`src/verilog/ntm_arith_pkg.sv`:
```
// Arithmetic package
// Default data width and the shift-add multiplier state encoding

`default_nettype none

package ntm_arith_pkg;

  ////////////////////////////////////////////////////////////
  // Widths
  ////////////////////////////////////////////////////////////

  // Element, product and result width
  localparam int DEFAULT_DATA_SIZE = 16;

  ////////////////////////////////////////////////////////////
  // Multiplier states
  ////////////////////////////////////////////////////////////

  // IDLE waits for START, SHIFT walks the multiplier bits
  typedef enum logic {
    IDLE  = 1'b0,
    SHIFT = 1'b1
  } mult_state_t;

endpackage : ntm_arith_pkg

`default_nettype wire

```
`src/verilog/ntm_ctrl_pkg.sv`:
```
// Control package
// Default FIFO depth and the dot-product controller state encoding

`default_nettype none

package ntm_ctrl_pkg;

  // Entries per FIFO, power of two so pointers wrap naturally
  localparam int DEFAULT_FIFO_DEPTH = 4;

  ////////////////////////////////////////////////////////////
  // Controller states
  ////////////////////////////////////////////////////////////

  // STARTER idles with READY high
  // ACCUMULATE pops and sums products
  // DONE is the cycle with DATA_OUT_ENABLE high
  typedef enum logic [1:0] {
    STARTER    = 2'd0,
    ACCUMULATE = 2'd1,
    DONE       = 2'd2
  } dot_state_t;

endpackage : ntm_ctrl_pkg

`default_nettype wire

```
`src/verilog/ntm_dot_product.sv`:
```
// Dot-product controller
// Counts and accumulates products, reports the sum with a one-cycle enable

`default_nettype none

module ntm_dot_product #(
  parameter int DATA_SIZE = ntm_arith_pkg::DEFAULT_DATA_SIZE
) (
  input  wire                  CLK,
  input  wire                  RST,
  input  wire                  START,
  input  wire  [DATA_SIZE-1:0] LENGTH_IN,
  output logic                 READY,
  input  wire  [DATA_SIZE-1:0] PRODUCT_HEAD,
  input  wire                  PRODUCT_EMPTY,
  output logic                 PRODUCT_POP,
  output logic [DATA_SIZE-1:0] DATA_OUT,
  output logic                 DATA_OUT_ENABLE
);

  import ntm_ctrl_pkg::*;

  dot_state_t state;

  // Run length and products consumed so far
  logic [DATA_SIZE-1:0] length_r;
  logic [DATA_SIZE-1:0] count;

  // Running sum, wraps modulo 2^DATA_SIZE
  logic [DATA_SIZE-1:0] acc;

  logic accept;
  logic finish;

  // START only counts while idle
  assign accept = READY && START;

  // All products in
  assign finish = (state == ACCUMULATE) && (count == length_r);

  // Pop while products are still owed
  assign PRODUCT_POP = (state == ACCUMULATE) && !PRODUCT_EMPTY && (count != length_r);

  ////////////////////////////////////////////////////////////
  // FSM
  ////////////////////////////////////////////////////////////

  always_ff @(posedge CLK or posedge RST) begin
    if (RST) begin
      state           <= STARTER;
      count           <= '0;
      READY           <= 1'b1;
      DATA_OUT_ENABLE <= 1'b0;
    end else begin
      DATA_OUT_ENABLE <= 1'b0;
      case (state)
        // DONE is idle too, READY is already high there
        STARTER, DONE: begin
          if (accept) begin
            state <= ACCUMULATE;
            count <= '0;
            READY <= 1'b0;
          end else begin
            state <= STARTER;
          end
        end
        ACCUMULATE: begin
          if (PRODUCT_POP) begin
            count <= count + 1'b1;
          end
          if (finish) begin
            state           <= DONE;
            READY           <= 1'b1;
            DATA_OUT_ENABLE <= 1'b1;
          end
        end
        default: begin
          state <= STARTER;
        end
      endcase
    end
  end

  ////////////////////////////////////////////////////////////
  // Accumulator and result
  ////////////////////////////////////////////////////////////

  always_ff @(posedge CLK) begin
    if (accept) begin
      // New run
      length_r <= LENGTH_IN;
      acc      <= '0;
    end else if (PRODUCT_POP) begin
      acc <= acc + PRODUCT_HEAD;
    end
    // Sum registered alongside the enable
    if (finish) begin
      DATA_OUT <= acc;
    end
  end

endmodule : ntm_dot_product

`default_nettype wire

```
`src/verilog/ntm_dot_product_top.sv`:
```
// Streaming dot-product unit
// Element FIFOs, product stage, product FIFO and controller

`default_nettype none

module ntm_dot_product_top #(
  parameter int DATA_SIZE  = ntm_arith_pkg::DEFAULT_DATA_SIZE,
  parameter int FIFO_DEPTH = ntm_ctrl_pkg::DEFAULT_FIFO_DEPTH
) (
  input  wire                  CLK,
  input  wire                  RST,
  input  wire                  START,
  input  wire  [DATA_SIZE-1:0] LENGTH_IN,
  input  wire  [DATA_SIZE-1:0] DATA_A_IN,
  input  wire  [DATA_SIZE-1:0] DATA_B_IN,
  input  wire                  DATA_A_IN_ENABLE,
  input  wire                  DATA_B_IN_ENABLE,
  output logic                 DATA_A_FULL,
  output logic                 DATA_B_FULL,
  output logic                 READY,
  output logic [DATA_SIZE-1:0] DATA_OUT,
  output logic                 DATA_OUT_ENABLE
);

  // Element heads toward the product stage
  logic [DATA_SIZE-1:0] a_head;
  logic [DATA_SIZE-1:0] b_head;
  logic                 a_empty;
  logic                 b_empty;
  logic                 element_pop;

  // Product path
  logic [DATA_SIZE-1:0] product;
  logic                 product_push;
  logic                 product_full;
  logic [DATA_SIZE-1:0] product_head;
  logic                 product_empty;
  logic                 product_pop;

  ////////////////////////////////////////////////////////////
  // Element FIFOs
  ////////////////////////////////////////////////////////////

  ntm_element_fifo #(
    .DATA_SIZE (DATA_SIZE),
    .FIFO_DEPTH(FIFO_DEPTH)
  ) a_fifo_i (
    .CLK      (CLK),
    .RST      (RST),
    .PUSH     (DATA_A_IN_ENABLE),
    .PUSH_DATA(DATA_A_IN),
    .POP      (element_pop),
    .HEAD_DATA(a_head),
    .FULL     (DATA_A_FULL),
    .EMPTY    (a_empty)
  );

  ntm_element_fifo #(
    .DATA_SIZE (DATA_SIZE),
    .FIFO_DEPTH(FIFO_DEPTH)
  ) b_fifo_i (
    .CLK      (CLK),
    .RST      (RST),
    .PUSH     (DATA_B_IN_ENABLE),
    .PUSH_DATA(DATA_B_IN),
    .POP      (element_pop),
    .HEAD_DATA(b_head),
    .FULL     (DATA_B_FULL),
    .EMPTY    (b_empty)
  );

  // Multiply stage, pops both element FIFOs together
  ntm_product_stage #(
    .DATA_SIZE(DATA_SIZE)
  ) product_stage_i (
    .CLK         (CLK),
    .RST         (RST),
    .A_HEAD      (a_head),
    .B_HEAD      (b_head),
    .A_EMPTY     (a_empty),
    .B_EMPTY     (b_empty),
    .ELEMENT_POP (element_pop),
    .PRODUCT_FULL(product_full),
    .PRODUCT_PUSH(product_push),
    .PRODUCT     (product)
  );

  ntm_element_fifo #(
    .DATA_SIZE (DATA_SIZE),
    .FIFO_DEPTH(FIFO_DEPTH)
  ) product_fifo_i (
    .CLK      (CLK),
    .RST      (RST),
    .PUSH     (product_push),
    .PUSH_DATA(product),
    .POP      (product_pop),
    .HEAD_DATA(product_head),
    .FULL     (product_full),
    .EMPTY    (product_empty)
  );

  ////////////////////////////////////////////////////////////
  // Controller
  ////////////////////////////////////////////////////////////

  ntm_dot_product #(
    .DATA_SIZE(DATA_SIZE)
  ) dot_product_i (
    .CLK            (CLK),
    .RST            (RST),
    .START          (START),
    .LENGTH_IN      (LENGTH_IN),
    .READY          (READY),
    .PRODUCT_HEAD   (product_head),
    .PRODUCT_EMPTY  (product_empty),
    .PRODUCT_POP    (product_pop),
    .DATA_OUT       (DATA_OUT),
    .DATA_OUT_ENABLE(DATA_OUT_ENABLE)
  );

endmodule : ntm_dot_product_top

`default_nettype wire

```
`src/verilog/ntm_element_fifo.sv`:
```
// Synchronous FIFO with full and empty flags
// Serves the A and B element streams and the product stream

`default_nettype none

module ntm_element_fifo #(
  parameter int DATA_SIZE  = ntm_arith_pkg::DEFAULT_DATA_SIZE,
  parameter int FIFO_DEPTH = ntm_ctrl_pkg::DEFAULT_FIFO_DEPTH
) (
  input  wire                  CLK,
  input  wire                  RST,
  input  wire                  PUSH,
  input  wire  [DATA_SIZE-1:0] PUSH_DATA,
  input  wire                  POP,
  output logic [DATA_SIZE-1:0] HEAD_DATA,
  output logic                 FULL,
  output logic                 EMPTY
);

  localparam int PTR_W = $clog2(FIFO_DEPTH);
  localparam int CNT_W = $clog2(FIFO_DEPTH + 1);

  // Storage
  logic [DATA_SIZE-1:0] mem [FIFO_DEPTH];

  // Pointers and occupancy
  logic [PTR_W-1:0] wr_ptr;
  logic [PTR_W-1:0] rd_ptr;
  logic [CNT_W-1:0] count;

  // Qualified requests
  logic push_ok;
  logic pop_ok;

  assign push_ok = PUSH && !FULL;
  assign pop_ok  = POP && !EMPTY;

  // Flags straight from the occupancy count
  assign FULL      = (count == CNT_W'(FIFO_DEPTH));
  assign EMPTY     = (count == '0);
  assign HEAD_DATA = mem[rd_ptr];

  ////////////////////////////////////////////////////////////
  // Pointer and count update
  ////////////////////////////////////////////////////////////

  always_ff @(posedge CLK or posedge RST) begin
    if (RST) begin
      wr_ptr <= '0;
      rd_ptr <= '0;
      count  <= '0;
    end else begin
      if (push_ok) begin
        wr_ptr <= wr_ptr + 1'b1;
      end
      if (pop_ok) begin
        rd_ptr <= rd_ptr + 1'b1;
      end
      // Push and pop together leave the count alone
      if (push_ok && !pop_ok) begin
        count <= count + 1'b1;
      end else if (pop_ok && !push_ok) begin
        count <= count - 1'b1;
      end
    end
  end

  // Write port
  always_ff @(posedge CLK) begin
    if (push_ok) begin
      mem[wr_ptr] <= PUSH_DATA;
    end
  end

endmodule : ntm_element_fifo

`default_nettype wire

```
`src/verilog/ntm_product_stage.sv`:
```
// Product stage
// Pairs the A and B FIFO heads, multiplies them, pushes the product

`default_nettype none

module ntm_product_stage #(
  parameter int DATA_SIZE = ntm_arith_pkg::DEFAULT_DATA_SIZE
) (
  input  wire                  CLK,
  input  wire                  RST,
  input  wire  [DATA_SIZE-1:0] A_HEAD,
  input  wire  [DATA_SIZE-1:0] B_HEAD,
  input  wire                  A_EMPTY,
  input  wire                  B_EMPTY,
  output logic                 ELEMENT_POP,
  input  wire                  PRODUCT_FULL,
  output logic                 PRODUCT_PUSH,
  output logic [DATA_SIZE-1:0] PRODUCT
);

  // Busy from multiplier start until the product leaves
  logic pending;

  // Finished product waiting on a full product FIFO
  logic held;

  logic mult_start;
  logic mult_ready;

  ////////////////////////////////////////////////////////////
  // Handshake
  ////////////////////////////////////////////////////////////

  // Both heads present and nothing in flight
  assign mult_start  = !A_EMPTY && !B_EMPTY && !pending;
  assign ELEMENT_POP = mult_start;

  // Push on READY directly, or later from the held state
  assign PRODUCT_PUSH = (mult_ready || held) && !PRODUCT_FULL;

  always_ff @(posedge CLK or posedge RST) begin
    if (RST) begin
      pending <= 1'b0;
      held    <= 1'b0;
    end else begin
      if (mult_start) begin
        pending <= 1'b1;
      end else if (PRODUCT_PUSH) begin
        pending <= 1'b0;
      end
      // Stall while the product FIFO is full
      if (PRODUCT_PUSH) begin
        held <= 1'b0;
      end else if (mult_ready) begin
        held <= 1'b1;
      end
    end
  end

  ////////////////////////////////////////////////////////////
  // Multiplier
  ////////////////////////////////////////////////////////////

  // DATA_OUT stays stable until the next start, so it feeds PRODUCT
  ntm_scalar_multiplier #(
    .DATA_SIZE(DATA_SIZE)
  ) multiplier_i (
    .CLK      (CLK),
    .RST      (RST),
    .START    (mult_start),
    .DATA_A_IN(A_HEAD),
    .DATA_B_IN(B_HEAD),
    .READY    (mult_ready),
    .DATA_OUT (PRODUCT)
  );

endmodule : ntm_product_stage

`default_nettype wire

```
`src/verilog/ntm_scalar_multiplier.sv`:
```
// Sequential shift-add scalar multiplier
// One bit of the multiplier per cycle, result truncated to DATA_SIZE

`default_nettype none

module ntm_scalar_multiplier #(
  parameter int DATA_SIZE = ntm_arith_pkg::DEFAULT_DATA_SIZE
) (
  input  wire                  CLK,
  input  wire                  RST,
  input  wire                  START,
  input  wire  [DATA_SIZE-1:0] DATA_A_IN,
  input  wire  [DATA_SIZE-1:0] DATA_B_IN,
  output logic                 READY,
  output logic [DATA_SIZE-1:0] DATA_OUT
);

  import ntm_arith_pkg::*;

  localparam int CNT_W = $clog2(DATA_SIZE + 1);

  mult_state_t state;

  // Bit index into the multiplier
  logic [CNT_W-1:0] bit_cnt;
  logic             last_bit;

  // Operand shifters and running sum
  logic [DATA_SIZE-1:0] multiplicand;
  logic [DATA_SIZE-1:0] multiplier;
  logic [DATA_SIZE-1:0] partial;
  logic [DATA_SIZE-1:0] partial_next;

  // Add shifted A when the current B bit is set
  assign partial_next = multiplier[0] ? partial + multiplicand : partial;
  assign last_bit     = (bit_cnt == CNT_W'(DATA_SIZE - 1));

  ////////////////////////////////////////////////////////////
  // Control
  ////////////////////////////////////////////////////////////

  always_ff @(posedge CLK or posedge RST) begin
    if (RST) begin
      state   <= IDLE;
      bit_cnt <= '0;
      READY   <= 1'b0;
    end else begin
      // READY is a single-cycle pulse
      READY <= 1'b0;
      case (state)
        IDLE: begin
          if (START) begin
            state   <= SHIFT;
            bit_cnt <= '0;
          end
        end
        SHIFT: begin
          bit_cnt <= bit_cnt + 1'b1;
          if (last_bit) begin
            state <= IDLE;
            READY <= 1'b1;
          end
        end
        default: begin
          state <= IDLE;
        end
      endcase
    end
  end

  ////////////////////////////////////////////////////////////
  // Datapath
  ////////////////////////////////////////////////////////////

  always_ff @(posedge CLK) begin
    if (state == IDLE && START) begin
      // Latch operands, clear the sum
      multiplicand <= DATA_A_IN;
      multiplier   <= DATA_B_IN;
      partial      <= '0;
    end else if (state == SHIFT) begin
      partial      <= partial_next;
      multiplicand <= multiplicand << 1;
      multiplier   <= multiplier >> 1;
      // Result holds until the next run finishes
      if (last_bit) begin
        DATA_OUT <= partial_next;
      end
    end
  end

endmodule : ntm_scalar_multiplier

`default_nettype wire
```
`config.mk`:
```
export PLATFORM = sky130hd
export DESIGN_NAME = ntm_dot_product_top
export DESIGN_NICKNAME = d
export VERILOG_FILES = /design/src/verilog/ntm_arith_pkg.sv /design/src/verilog/ntm_ctrl_pkg.sv /design/src/verilog/ntm_dot_product.sv /design/src/verilog/ntm_dot_product_top.sv /design/src/verilog/ntm_element_fifo.sv /design/src/verilog/ntm_product_stage.sv /design/src/verilog/ntm_scalar_multiplier.sv
export SDC_FILE = /design/constraint.sdc
export NUM_CORES = 1
export LEC_CHECK = 0
export ABC_AREA = 1
export BUFFER_PORTS_ARGS = -buffer_cell sky130_fd_sc_hd__buf_2
export CAP_MARGIN = 25
export CORE_AREA = 5 5 175 177
export CTS_BUF_LIST = sky130_fd_sc_hd__clkbuf_8 sky130_fd_sc_hd__clkbuf_16
export CTS_CLUSTER_DIAMETER = 40
export CTS_CLUSTER_SIZE = 16
export DETAILED_ROUTE_END_ITERATION = 7
export DIE_AREA = 0 0 180 182
export GPL_TIMING_DRIVEN = 0
export PLACE_DENSITY_LB_ADDON = 0.3
export SYNTH_ARGS = -nofsm -noshare
export SYNTH_HDL_FRONTEND = slang
export SYNTH_SLANG_ARGS = --single-unit
```
`constraint.sdc`:
```
create_clock -name CLK -period 2.5 [get_ports CLK]
set_input_delay 0.125 -clock CLK [delete_from_list [all_inputs] [get_ports CLK]]
set_output_delay 0.125 -clock CLK [all_outputs]
set_load 0.02 [all_outputs]
```
* Yosys cells after proc, flatten, opt, wreduce, memory -nomap -nowiden
Memories as Yosys holds them, arrays and structs flattened. Index checks and enable logic that the tools add are counted.
Word-level totals: register bits 162, RAM bits 192, bits of input ports 53, output and inout bits 20, logic and storage cells 146, memories kept 3
Cells by class: $add $sub $neg 16, equality and inequality tests 12, muxes and demuxes 39, bitwise logic cells 2, reductions and logical operators 49
Memories:
- a_fifo_i.mem | words 4, bits a word 16, read ports 1, clocked after Yosys merged registers in 0, write ports 1, RTL line ntm_element_fifo.sv:24 | logic [DATA_SIZE-1:0] mem [FIFO_DEPTH];
- b_fifo_i.mem | words 4, bits a word 16, read ports 1, clocked after Yosys merged registers in 0, write ports 1, RTL line ntm_element_fifo.sv:24
- product_fifo_i.mem | words 4, bits a word 16, read ports 1, clocked after Yosys merged registers in 0, write ports 1, RTL line ntm_element_fifo.sv:24
Operator list (count):
- $mux W16 | 7
- $add A16 B16 Y16 | 2
- $pmux W16 S2 | 1
- $logic_and A1 B1 Y1 | 20
- $mux W1 | 19
- $mux W3 | 6
- $add A16 B1 Y16 const B | 1
- $eq A16 B16 Y1 | 1
- $ne A16 B16 Y1 | 1
- $reduce_bool A2 Y1 | 7
- $logic_not A1 Y1 | 13
- $add A2 B1 Y2 const B | 6
- $pmux W5 S2 | 1
- $add A3 B1 Y3 const B | 3
- $eq A3 B3 Y1 const B | 3
- $logic_not A3 Y1 | 3
- $reduce_and A3 Y1 | 3
- $sub A3 B1 Y3 const B | 3
- $add A5 B1 Y5 const B | 1
- $eq A5 B4 Y1 const B | 1
- $mux W5 | 1
- $ne A2 B1 Y1 const B | 2
- $ne A2 B2 Y1 const B | 2
- $pmux W1 S2 | 2
- other kinds (8) | 9

* Depth between registers and ports, before layout
Gate-level depths: netlist of the first run.
word-level depth 8, mapped depth 17

* Cells and area by module
A second synthesis of the first run with hierarchy kept.
Unflattened totals: cells, all modules 1731, area total of the unflattened synthesis 17127.7 um^2
Modules (own cells, without submodules):
- ntm_element_fifo | instances 3, cells each 249, area an instance 3026.7 um^2, sequential area each 2097.0 um^2
- ntm_dot_product | instances 1, cells each 570, area an instance 4101.4 um^2, sequential area each 1783.0 um^2
- ntm_scalar_multiplier | instances 1, cells each 400, area an instance 3846.2 um^2, sequential area each 1936.9 um^2
- ntm_product_stage | instances 1, cells each 14, area an instance 100.1 um^2, sequential area each 50.0 um^2

* Least setup slack after synthesis of the first run
Ideal clock, no wire load.
kind register to register, start reg product_fifo_i.rd_ptr[0], end reg dot_product_i.acc[10], data arrival time 2629 ps, path slack -243 ps, cell stages (with the launch flop) 17, buffers on the path 2, cell sequence dfrtp_1 > clkbuf_1 > inv_1 > buf_1 > nor2_1 > o22ai_1 > ha_1 > inv_1 > fa_1 > o21ai_0 > nand2_1 > nand2_1 > nand2_1 > nand2_1 > nand2_1 > a21oi_1 > nor2_1
Between the ends: word-level cells in the longest chain between the ends 2
Ends and longest elaborated chain:
- start, declared | RTL line ntm_element_fifo.sv:28 | logic [PTR_W-1:0] rd_ptr;
- start signal, assigned | RTL line ntm_element_fifo.sv:57 | rd_ptr <= rd_ptr + 1'b1;
- $mem_v2 Z4 W16
- $add A16 B16 Y16 | RTL line ntm_dot_product.sv:94 | acc <= acc + PRODUCT_HEAD;
- end signal, assigned | RTL line ntm_dot_product.sv:94
- end, declared | RTL line ntm_dot_product.sv:30 | logic [DATA_SIZE-1:0] acc;
No other way between the ends. A chain may end at the register's enable or synchronous reset.

* Worst setup path after layout of the first run
start reg product_fifo_i.rd_ptr[0], end reg dot_product_i.acc[8]
Same word-level chain as after synthesis.

==> out/summary.txt, run 1 <==
==========================================================================================
Final design instance area without fill                                         0.0195 mm²
Setup-violating endpoint count in the final report                                       3
Height of the chip                                                                  182 µm
Die ar.                                                                         0.0328 mm²
Worst vdd ir                                                                      0.667 mV
Class of the most critical setup path                                         register to register
Internal                                                                           16.1 mW
Clock edge transition at the registers on the reported setup and hold paths        0.06 ns
Clock buffer count from CTS                                                             42
Number of standard-cell rows in the floorplan                                           63
Post-route DRC                                                                           0
Post-layout net count                                                                 1853
Met3 usage in global routing                                                         3.39%
Reported leakage power                                                             8.09 nW
Largest fanout on the critical path                                                      6
Number of buffers on the longest clock path                                              3
Maximum clock skew at final layout                                               0.0214 ns
Dominant cell type by area after synthesis                                    sky130_fd_sc_hd__edfxtp_1
Total I/O pin count                                                                     73
Clk Latency, worst-skew pair                                                       0.53 ns
Worst min-delay path category                                                 primary input to register
Clock share of power                                                                 24.6%
Count of state elements after synthesis                                                354
Pin count of the biggest net entering global routing                                    38
Largest cells by area after synthesis                                         sky130_fd_sc_hd__edfxtp_1 (51%), sky130_fd_sc_hd__dfrtp_1 (7.7%), sky130_fd_sc_hd__nand2_1 (6.7%)
Pre-antenna DRT Iters                                                                    5
Buffers added on ports                                                                  72
Cells traversed along the worst timing path                                   inv_4 -> buf_8 -> nor2_4 -> o22ai_2 -> ha_2 -> inv_2 -> fa_2 -> o21ai_4 -> buf_6 -> nand3_2 -> nand2_2 -> xor2_1 -> nor2_1 -> nor2_1
Largest incremental delay on the critical path                                     0.47 ns
Placed Instance Area                                                            0.0170 mm²
Post-detailed-route via-to-cell ratio                                                 5.21
Iter 0 DRT Violations                                                                  734
Least-Margin Pin Slew                                                             0.978 ns
Antenna-violating nets left                                                              0
Number of global-route vias before repair                                            11.2k
Switching Share                                                                      38.1%
Capturing element type of the critical path                                       register
PnR Total Power                                                                    25.9 mW
Synthesized area                                                                0.0160 mm²
Met2 Resource Use GR                                                                 36.4%
Power dissipated by switching net loads                                            9.87 mW
Power per Cell Area                                                            1330 mW/mm²
Cell with the biggest individual delay on the critical path                   sky130_fd_sc_hd__dfrtp_2
Number of enable-type register cells in the synthesized netlist                        272
Cell mode on critical path                                                    sky130_fd_sc_hd__nor2_1
Clock root cell                                                               sky130_fd_sc_hd__clkbuf_16
Depth of the worst register-to-register path                                            14
Final hold viol count                                                                    1
Outcome                                                                       finished with violations
Per-cell routed wire length                                                        15.6 µm
Synthesized instance count                                                            1554
Global placer's final weighted congestion                                            0.866
Total nets after synthesis                                                            1660
Minimum clock period                                                               2.62 ns
Slew Limit Headroom                                                                  34.7%
Signal arrival time at the worst endpoint                                          3.08 ns
Sequential fraction of design power                                                  34.6%
Global-route wire length before repair                                            54300 µm
Unrepaired setup endpoints after global routing                                       true
Total grt overflow                                                                       0
Logic gate share of total power                                                      40.8%
Total core area                                                                 0.0291 mm²
Share of the clock period used by the worst path after layout                         105%
Htree depth                                                                              2
Worst hold margin                                                              -0.00217 ns
Area growth from synthesis to final layout                                           21.8%
Global-route layer with the greatest usage                                            met2
Horiz. Die Dim                                                                      180 µm
Synthesized area per cell                                                         10.3 µm²
Distinct cells, synth                                                                   46
Number of antenna violations at the first check in global routing                        0
Main synth FF type                                                            sky130_fd_sc_hd__edfxtp_1
Share of synthesized registers carrying an async set or reset                        14.1%
Overall global routing resource usage                                                20.0%
Post-detailed-placement half-perimeter wirelength                                 21900 µm
Clock tree sinks                                                                       354
Met1 capacity usage during global routing                                            24.9%
Flop2flop setup slack                                                             -0.12 ns
Count of cells along the worst hold path                                                 3
FMAX                                                                             0.382 GHz
Final count of pins violating max slew                                                   0
Share of Yosys cell area claimed by the top area cell type                           51.1%
Worst path required time                                                           2.95 ns
Total Wirelength                                                                  33800 µm
Sequential element share of the synthesized area                                     62.9%
Diodes inserted                                                                          0
TritonCTS clock tree                                                                 built
MaxCap Viol Count                                                                        0
Vias                                                                                 11.3k
Crit path setup slack, layout                                                    -0.121 ns
Initial cell density of the core                                                     55.0%
Number of warnings issued by yosys                                                       0
CP startpoint kind                                                                register
Share of post-route cells with drive strength above 1                                16.6%
Failing checks                                                                negative hold slack, negative setup slack
==========================================================================================
[worst paths after layout]
kind                                                                          to                                                  start
min in group asynchronous    product_stage_i.multiplier_i.bit_cnt[0]$_DFFE_PP0P_                                                    RST
setup reg to reg                               dot_product_i.acc[8]$_SDFFE_PP0P_                   product_fifo_i.rd_ptr[0]$_DFFE_PP0P_
hold / removal                                    b_fifo_i.wr_ptr[0]$_DFFE_PP0P_                                       DATA_B_IN_ENABLE
setup / recovery                               dot_product_i.acc[8]$_SDFFE_PP0P_                   product_fifo_i.rd_ptr[0]$_DFFE_PP0P_
hold reg to reg            product_stage_i.multiplier_i.partial[13]$_SDFFE_PP0P_  product_stage_i.multiplier_i.partial[13]$_SDFFE_PP0P_
max in group asynchronous                        dot_product_i.READY$_DFFE_PP1P_                                                    RST
[synthesized netlist by cell type (3+ instances only)]
cell and instances:
sky130_fd_sc_hd__nand2_1 284, sky130_fd_sc_hd__nor2_1 284, sky130_fd_sc_hd__edfxtp_1 272, sky130_fd_sc_hd__inv_1 148, sky130_fd_sc_hd__o21ai_0 119, sky130_fd_sc_hd__nand3_1 52
sky130_fd_sc_hd__dfrtp_1 49, sky130_fd_sc_hd__ha_1 48, sky130_fd_sc_hd__clkbuf_1 36, sky130_fd_sc_hd__a21oi_1 34, sky130_fd_sc_hd__xor2_1 33, sky130_fd_sc_hd__dfxtp_1 32
sky130_fd_sc_hd__a31oi_1 30, sky130_fd_sc_hd__o22ai_1 16, sky130_fd_sc_hd__xnor2_1 12, sky130_fd_sc_hd__o21ai_2 10, sky130_fd_sc_hd__or2_2 9, sky130_fd_sc_hd__and2_1 8
sky130_fd_sc_hd__inv_2 8, sky130_fd_sc_hd__nor3_1 8, sky130_fd_sc_hd__nand4_1 7, sky130_fd_sc_hd__fa_1 5, sky130_fd_sc_hd__nand2_2 5, sky130_fd_sc_hd__buf_2 4
sky130_fd_sc_hd__o21a_1 4, sky130_fd_sc_hd__a22o_1 3, sky130_fd_sc_hd__buf_4 3, sky130_fd_sc_hd__buf_6 3, sky130_fd_sc_hd__nand2_4 3, sky130_fd_sc_hd__nand3b_1 3
sky130_fd_sc_hd__o211ai_1 3
[power by group through the flow]
stage / Sequential (mW) / Clock (mW) / Combinational (mW)
after detailed placement: 9.02 / 0 / 9.28
after global placement: 8.98 / 0 / 8.86
after CTS: 8.94 / 6.44 / 9.62
after floorplan: 8.76 / 0 / 7.09
after global routing: 9.11 / 6.71 / 11.9
final: 8.97 / 6.38 / 10.6
[cell type report]
class / count / area [µm²]
multi-input cells: 995 / 5430
plain buffers: 46 / 270
fillers: 2133 / 9610
repair buffers: 151 / 1130
clock buffers: 45 / 1130
well taps: 390 / 488
clock inverters: 32 / 370
flip-flops and latches: 354 / 10100
inverters: 157 / 597
[routing by layer]
metal,vias to the layer above,part of all wire [%]
met2,323,51
met5,-,0
met4,0,2.2
met1,5312,41
li1,5605,-
met3,65,5.5
[what timing repair did]
item,CTS,global route
hold endpoints to repair,169,0
setup buffers,7,13
hold buffers,49,0
pin swaps,5,25
resized for setup,27,77
setup endpoints to repair,27,117
[sequential cells by signal, indices dropped and copies added, names as in the netlist, 2 cells and up]
name / count
a_fifo_i.mem: 64
b_fifo_i.mem: 64
product_fifo_i.mem: 64
dot_product_i.DATA_OUT: 16
dot_product_i.acc: 16
dot_product_i.count: 16
dot_product_i.length_r: 16
product_stage_i.multiplier_i.DATA_OUT: 16
product_stage_i.multiplier_i.multiplicand: 16
product_stage_i.multiplier_i.multiplier: 16
product_stage_i.multiplier_i.partial: 16
product_stage_i.multiplier_i.bit_cnt: 5
a_fifo_i.count: 3
b_fifo_i.count: 3
product_fifo_i.count: 3
a_fifo_i.rd_ptr: 2
a_fifo_i.wr_ptr: 2
b_fifo_i.rd_ptr: 2
b_fifo_i.wr_ptr: 2
dot_product_i.state: 2
product_fifo_i.rd_ptr: 2
product_fifo_i.wr_ptr: 2
[critical path, delay by kind of cell (launching register included)]
family	cells	cell delay, ns
AOI/OAI and AO/OA	2	0.42
buffers and inverters	4	0.42
xor gates and xnor gates	1	0.20
adders and majority gates	2	0.65
DFF	1	0.47
and+or+nand+nor	5	0.41
[kinds of logic after synthesis]
family	Yosys count	synth area share (%)
buffers and inverters	205	5.05
xor gates and xnor gates	46	2.57
adders and majority gates	53	4.38
muxes	1	0.0704
and+or+nand+nor	668	17.0
DFF	354	62.9
AOI/OAI and AO/OA	227	8.07
[placed cells by master, fill, tap and decap left out, types with 12 or more instances in the layout]
master,Yosys,final
sky130_fd_sc_hd__buf_4,3,25
sky130_fd_sc_hd__o21ai_0,119,108
sky130_fd_sc_hd__buf_2,4,76
sky130_fd_sc_hd__nand2_1,284,275
sky130_fd_sc_hd__xnor2_1,12,12
sky130_fd_sc_hd__dlygate4sd3_1,0,49
sky130_fd_sc_hd__clkbuf_1,36,28
sky130_fd_sc_hd__a31oi_1,30,30
sky130_fd_sc_hd__clkbuf_16,0,45
sky130_fd_sc_hd__dfrtp_1,49,44
sky130_fd_sc_hd__xor2_1,33,33
sky130_fd_sc_hd__a21oi_1,34,26
sky130_fd_sc_hd__nor2_1,284,272
sky130_fd_sc_hd__dfxtp_1,32,32
sky130_fd_sc_hd__nand3_1,52,49
sky130_fd_sc_hd__ha_1,48,41
sky130_fd_sc_hd__edfxtp_1,272,272
sky130_fd_sc_hd__inv_1,148,145
[stage by stage]
stage	util [%]	setup WS, ns	cells	TNS (ns)
global placement	57.9	-0.635	2016	-37.34
detailed placement	58.4	-0.661	2026	-6.20
floorplan	-	0.0394	1554	0
finish	67.0	-0.121	2170	-0.172
CTS	65.7	0.00976	2157	0
global route	67.0	-0.205	2170	-6.24
(Power assumes the default switching activity.)
==> run 2, diff against run 1 <==
--- a/config.mk
+++ b/config.mk
@@ -8,14 +8,15 @@
 export ABC_AREA = 1
 export BUFFER_PORTS_ARGS = -buffer_cell sky130_fd_sc_hd__buf_2
 export CAP_MARGIN = 25
-export CORE_AREA = 5 5 175 177
+export CORE_AREA = 5 5 169 171
 export CTS_BUF_LIST = sky130_fd_sc_hd__clkbuf_8 sky130_fd_sc_hd__clkbuf_16
 export CTS_CLUSTER_DIAMETER = 40
 export CTS_CLUSTER_SIZE = 16
 export DETAILED_ROUTE_END_ITERATION = 7
-export DIE_AREA = 0 0 180 182
+export DIE_AREA = 0 0 174 176
 export GPL_TIMING_DRIVEN = 0
 export PLACE_DENSITY_LB_ADDON = 0.3
 export SYNTH_ARGS = -nofsm -noshare
 export SYNTH_HDL_FRONTEND = slang
+export SYNTH_HIERARCHICAL = 1
 export SYNTH_SLANG_ARGS = --single-unit
==> constraint.sdc (replaced) <==
create_clock -name CLK -period 3.4 [get_ports CLK]
set_input_delay 0.17 -clock CLK [delete_from_list [all_inputs] [get_ports CLK]]
set_output_delay 0.17 -clock CLK [all_outputs]
set_load 0.02 [all_outputs]
==> out/summary.txt, run 2 <==
==========================================================================================
Synthesized area per cell                                                         9.89 µm²
Per-cell routed wire length                                                        15.9 µm
Signal arrival time at the worst endpoint                                          3.13 ns
Outcome                                                                       finished clean
Worst vdd ir                                                                      0.739 mV
Worst min-delay path category                                                 primary input to asynchronous set/reset pin
Largest fanout on the critical path                                                     10
Worst path required time                                                           3.83 ns
Share of the clock period used by the worst path after layout                        79.3%
Share of Yosys cell area claimed by the top area cell type                           47.7%
Diodes inserted                                                                          0
Area growth from synthesis to final layout                                           16.6%
Die ar.                                                                         0.0306 mm²
Class of the most critical setup path                                         register to register
Pin count of the biggest net entering global routing                                    21
Largest cells by area after synthesis                                         sky130_fd_sc_hd__edfxtp_1 (48%), sky130_fd_sc_hd__nand2_1 (11%), sky130_fd_sc_hd__dfrtp_1 (7.2%)
Post-detailed-placement half-perimeter wirelength                                 24200 µm
Regs by FF count                                                              a_fifo_i/mem: 64 flops, b_fifo_i/mem: 64 flops, product_fifo_i/mem: 64 flops
Post-route DRC                                                                           0
Post-layout net count                                                                 2011
Least-Margin Pin Slew                                                              1.02 ns
Total core area                                                                 0.0267 mm²
Reported leakage power                                                             9.20 nW
Clock buffer count from CTS                                                             43
Post-detailed-route via-to-cell ratio                                                 5.35
Horiz. Die Dim                                                                      174 µm
Dominant cell type by area after synthesis                                    sky130_fd_sc_hd__edfxtp_1
Clock tree sinks                                                                       354
Total I/O pin count                                                                     73
Pre-antenna DRT Iters                                                                    5
Power per Cell Area                                                             939 mW/mm²
Sum of negative setup slack                                                           0 ns
Total grt overflow                                                                       0
Most common cell in the synthesized netlist                                   sky130_fd_sc_hd__nand2_1
Setup-violating endpoint count in the final report                                       0
Clock root cell                                                               sky130_fd_sc_hd__clkbuf_16
Total nets after synthesis                                                            1837
Maximum clock skew at final layout                                               0.0208 ns
Share of synthesized registers carrying an async set or reset                        14.1%
Capturing element type of the critical path                                       register
Sequential element share of the synthesized area                                     58.7%
Fill cells                                                                            1829
Number of antenna violations at the first check in global routing                        0
MaxCap Viol Count                                                                        0
Antenna-violating nets left                                                              0
Clock edge transition at the registers on the reported setup and hold paths        0.06 ns
Share of post-route cells with drive strength above 1                                15.1%
Number of standard-cell rows in the floorplan                                           60
Minimum clock period                                                               2.70 ns
Htree depth                                                                              2
Final hold viol count                                                                    0
Number of global-route vias before repair                                            12.5k
Reg area                                                                        0.0101 mm²
Number of cells upsized or downsized after cts                                           0
Global placer's final weighted congestion                                            0.902
Number of buffers on the longest clock path                                              3
Global-route wire length before repair                                            59500 µm
Fin cells                                                                             2281
Number of placed instances with taps included                                         2150
Number of warnings issued by yosys                                                       6
CTS Hold Buffers Added                                                                  51
Leading post-synthesis cells by instance count                                sky130_fd_sc_hd__nand2_1 (511), sky130_fd_sc_hd__inv_1 (278), sky130_fd_sc_hd__edfxtp_1 (272)
Final count of pins violating max slew                                                   0
Post CTS Setup Buffer Count                                                              0
Height of the chip                                                                  176 µm
Distinct cells, synth                                                                   49
Number of enable-type register cells in the synthesized netlist                        272
Initial cell density of the core                                                     64.1%
Iter 0 DRT Violations                                                                  929
Slew Limit Headroom                                                                  32.2%
Main synth FF type                                                            sky130_fd_sc_hd__edfxtp_1
Count of state elements after synthesis                                                354
FMAX                                                                             0.371 GHz
Vias                                                                                 12.2k
Unrepaired setup endpoints after global routing                                      false
Synthesized instance count                                                            1731
Most frequent cells in the layout                                             sky130_fd_sc_hd__nand2_1 (511), sky130_fd_sc_hd__inv_1 (283), sky130_fd_sc_hd__edfxtp_1 (272)
Most common cell after layout, fill and taps aside                            sky130_fd_sc_hd__nand2_1
Clk Latency, worst-skew pair                                                       0.54 ns
Buffers added on ports                                                                  72
TritonCTS clock tree                                                                 built
Overall global routing resource usage                                                23.7%
Total Wirelength                                                                  36200 µm
CP startpoint kind                                                                register
Synthesized area                                                                0.0171 mm²
Multi-input combinational cell area                                            0.00558 mm²
==========================================================================================
## run 2: changes by cell type after synthesis, moves of 35 or more
cell                       before  now
sky130_fd_sc_hd__nand2_1      284  511
sky130_fd_sc_hd__nor2_1       284  123
sky130_fd_sc_hd__inv_1        148  278
sky130_fd_sc_hd__o21ai_0      119    9
sky130_fd_sc_hd__o211ai_1       3   90
sky130_fd_sc_hd__nand3_1       52   87
## run 2: layer usage
metal | vias to the layer above | part of all wire [%] | global-route usage [%]
met2 | 361 | 53 | 43.9
li1 | 5996 | - | -
met3 | 90 | 5.2 | 3.36
met5 | - | 0 | 0
met4 | 0 | 2.8 | 8.71
met1 | 5762 | 39 | 28.2
## run 2: where the power goes
group          switching (mW)  internal, mW
Sequential              0.556          5.85
Clock                    1.90          2.63
Combinational            4.84          2.97
## run 2: worst max-delay path, stage by stage (launching register included)
cell and delay [ns]:
sky130_fd_sc_hd__dfrtp_1 0.40, sky130_fd_sc_hd__inv_2 0.08, sky130_fd_sc_hd__buf_6 0.15, sky130_fd_sc_hd__buf_6 0.16, sky130_fd_sc_hd__nand2_1 0.07, sky130_fd_sc_hd__o211ai_1 0.09
sky130_fd_sc_hd__nand2_1 0.14, sky130_fd_sc_hd__ha_1 0.27, sky130_fd_sc_hd__fa_1 0.42, sky130_fd_sc_hd__nand2_1 0.11, sky130_fd_sc_hd__nand3_1 0.07, sky130_fd_sc_hd__nand3_1 0.09
sky130_fd_sc_hd__nand2_1 0.12, sky130_fd_sc_hd__nand2_1 0.12, sky130_fd_sc_hd__nand2_1 0.06, sky130_fd_sc_hd__nand2_1 0.06, sky130_fd_sc_hd__nand2_1 0.04, sky130_fd_sc_hd__nor2_1 0.08
sky130_fd_sc_hd__nor2_1 0.05
## run 2: path summary, 6_finish.rpt
check	to	slack [ns]	start	depth (start not counted)
max	dot_product_i/acc[14]$_SDFFE_PP0P_	0.70	product_fifo_i/rd_ptr[0]$_DFFE_PP0P_	18
min	product_stage_i/pending$_DFFE_PP0P_	0.13	RST	3
max reg2reg	dot_product_i/acc[14]$_SDFFE_PP0P_	0.70	product_fifo_i/rd_ptr[0]$_DFFE_PP0P_	18
min reg2reg	dot_product_i/DATA_OUT[12]$_DFFE_PP_	0.46	dot_product_i/acc[12]$_SDFFE_PP0P_	0
max in group asynchronous	dot_product_i/count[7]$_DFFE_PP0P_	2.41	RST	3
min in group CLK	dot_product_i/acc[15]$_SDFFE_PP0P_	0.16	START	4
## run 2: cell type report
class / instances / area share (%)
buffer: 50 / 2.07
clock buffer: 46 / 5.65
clock inverter: 34 / 1.60
inverter: 293 / 5.51
multi-input combinational: 1034 / 27.9
sequential: 354 / 50.4
tap: 341 / 2.14
timing repair buffer: 129 / 4.74
## run 2: stage by stage
step | utilization, % | instance area [µm²] | setup slack [ns] | total power, mW | hold WS (ns)
after floorplan | - | 17100 | 1.12 | 12.2 | -0.0888
after global placement | 67.0 | 17900 | 0.659 | 13.7 | 0.0998
after detailed placement | 67.4 | 18000 | 0.712 | 14.1 | 0.104
after CTS | 74.7 | 20000 | 0.703 | 18.7 | 0.130
after global routing | 74.7 | 20000 | 0.486 | 20.1 | 0.142
final | 74.7 | 20000 | 0.704 | 18.7 | 0.134
## run 2: cell families (layout without fill, tap and decap cells)
kind of cell             count (synthesis)  in the layout  share of synthesized area (%)
AO/OA/AOI/OAI                          135            135                           5.73
XOR/XNOR                                25             25                           1.32
adder cells (fa/ha/maj)                 53             53                           4.09
buffers and inverters                  343            552                           8.83
flip-flops                             354            354                           58.7
multiplexers                            30             30                           1.97
AND/OR/NAND/NOR                        791            791                           19.3
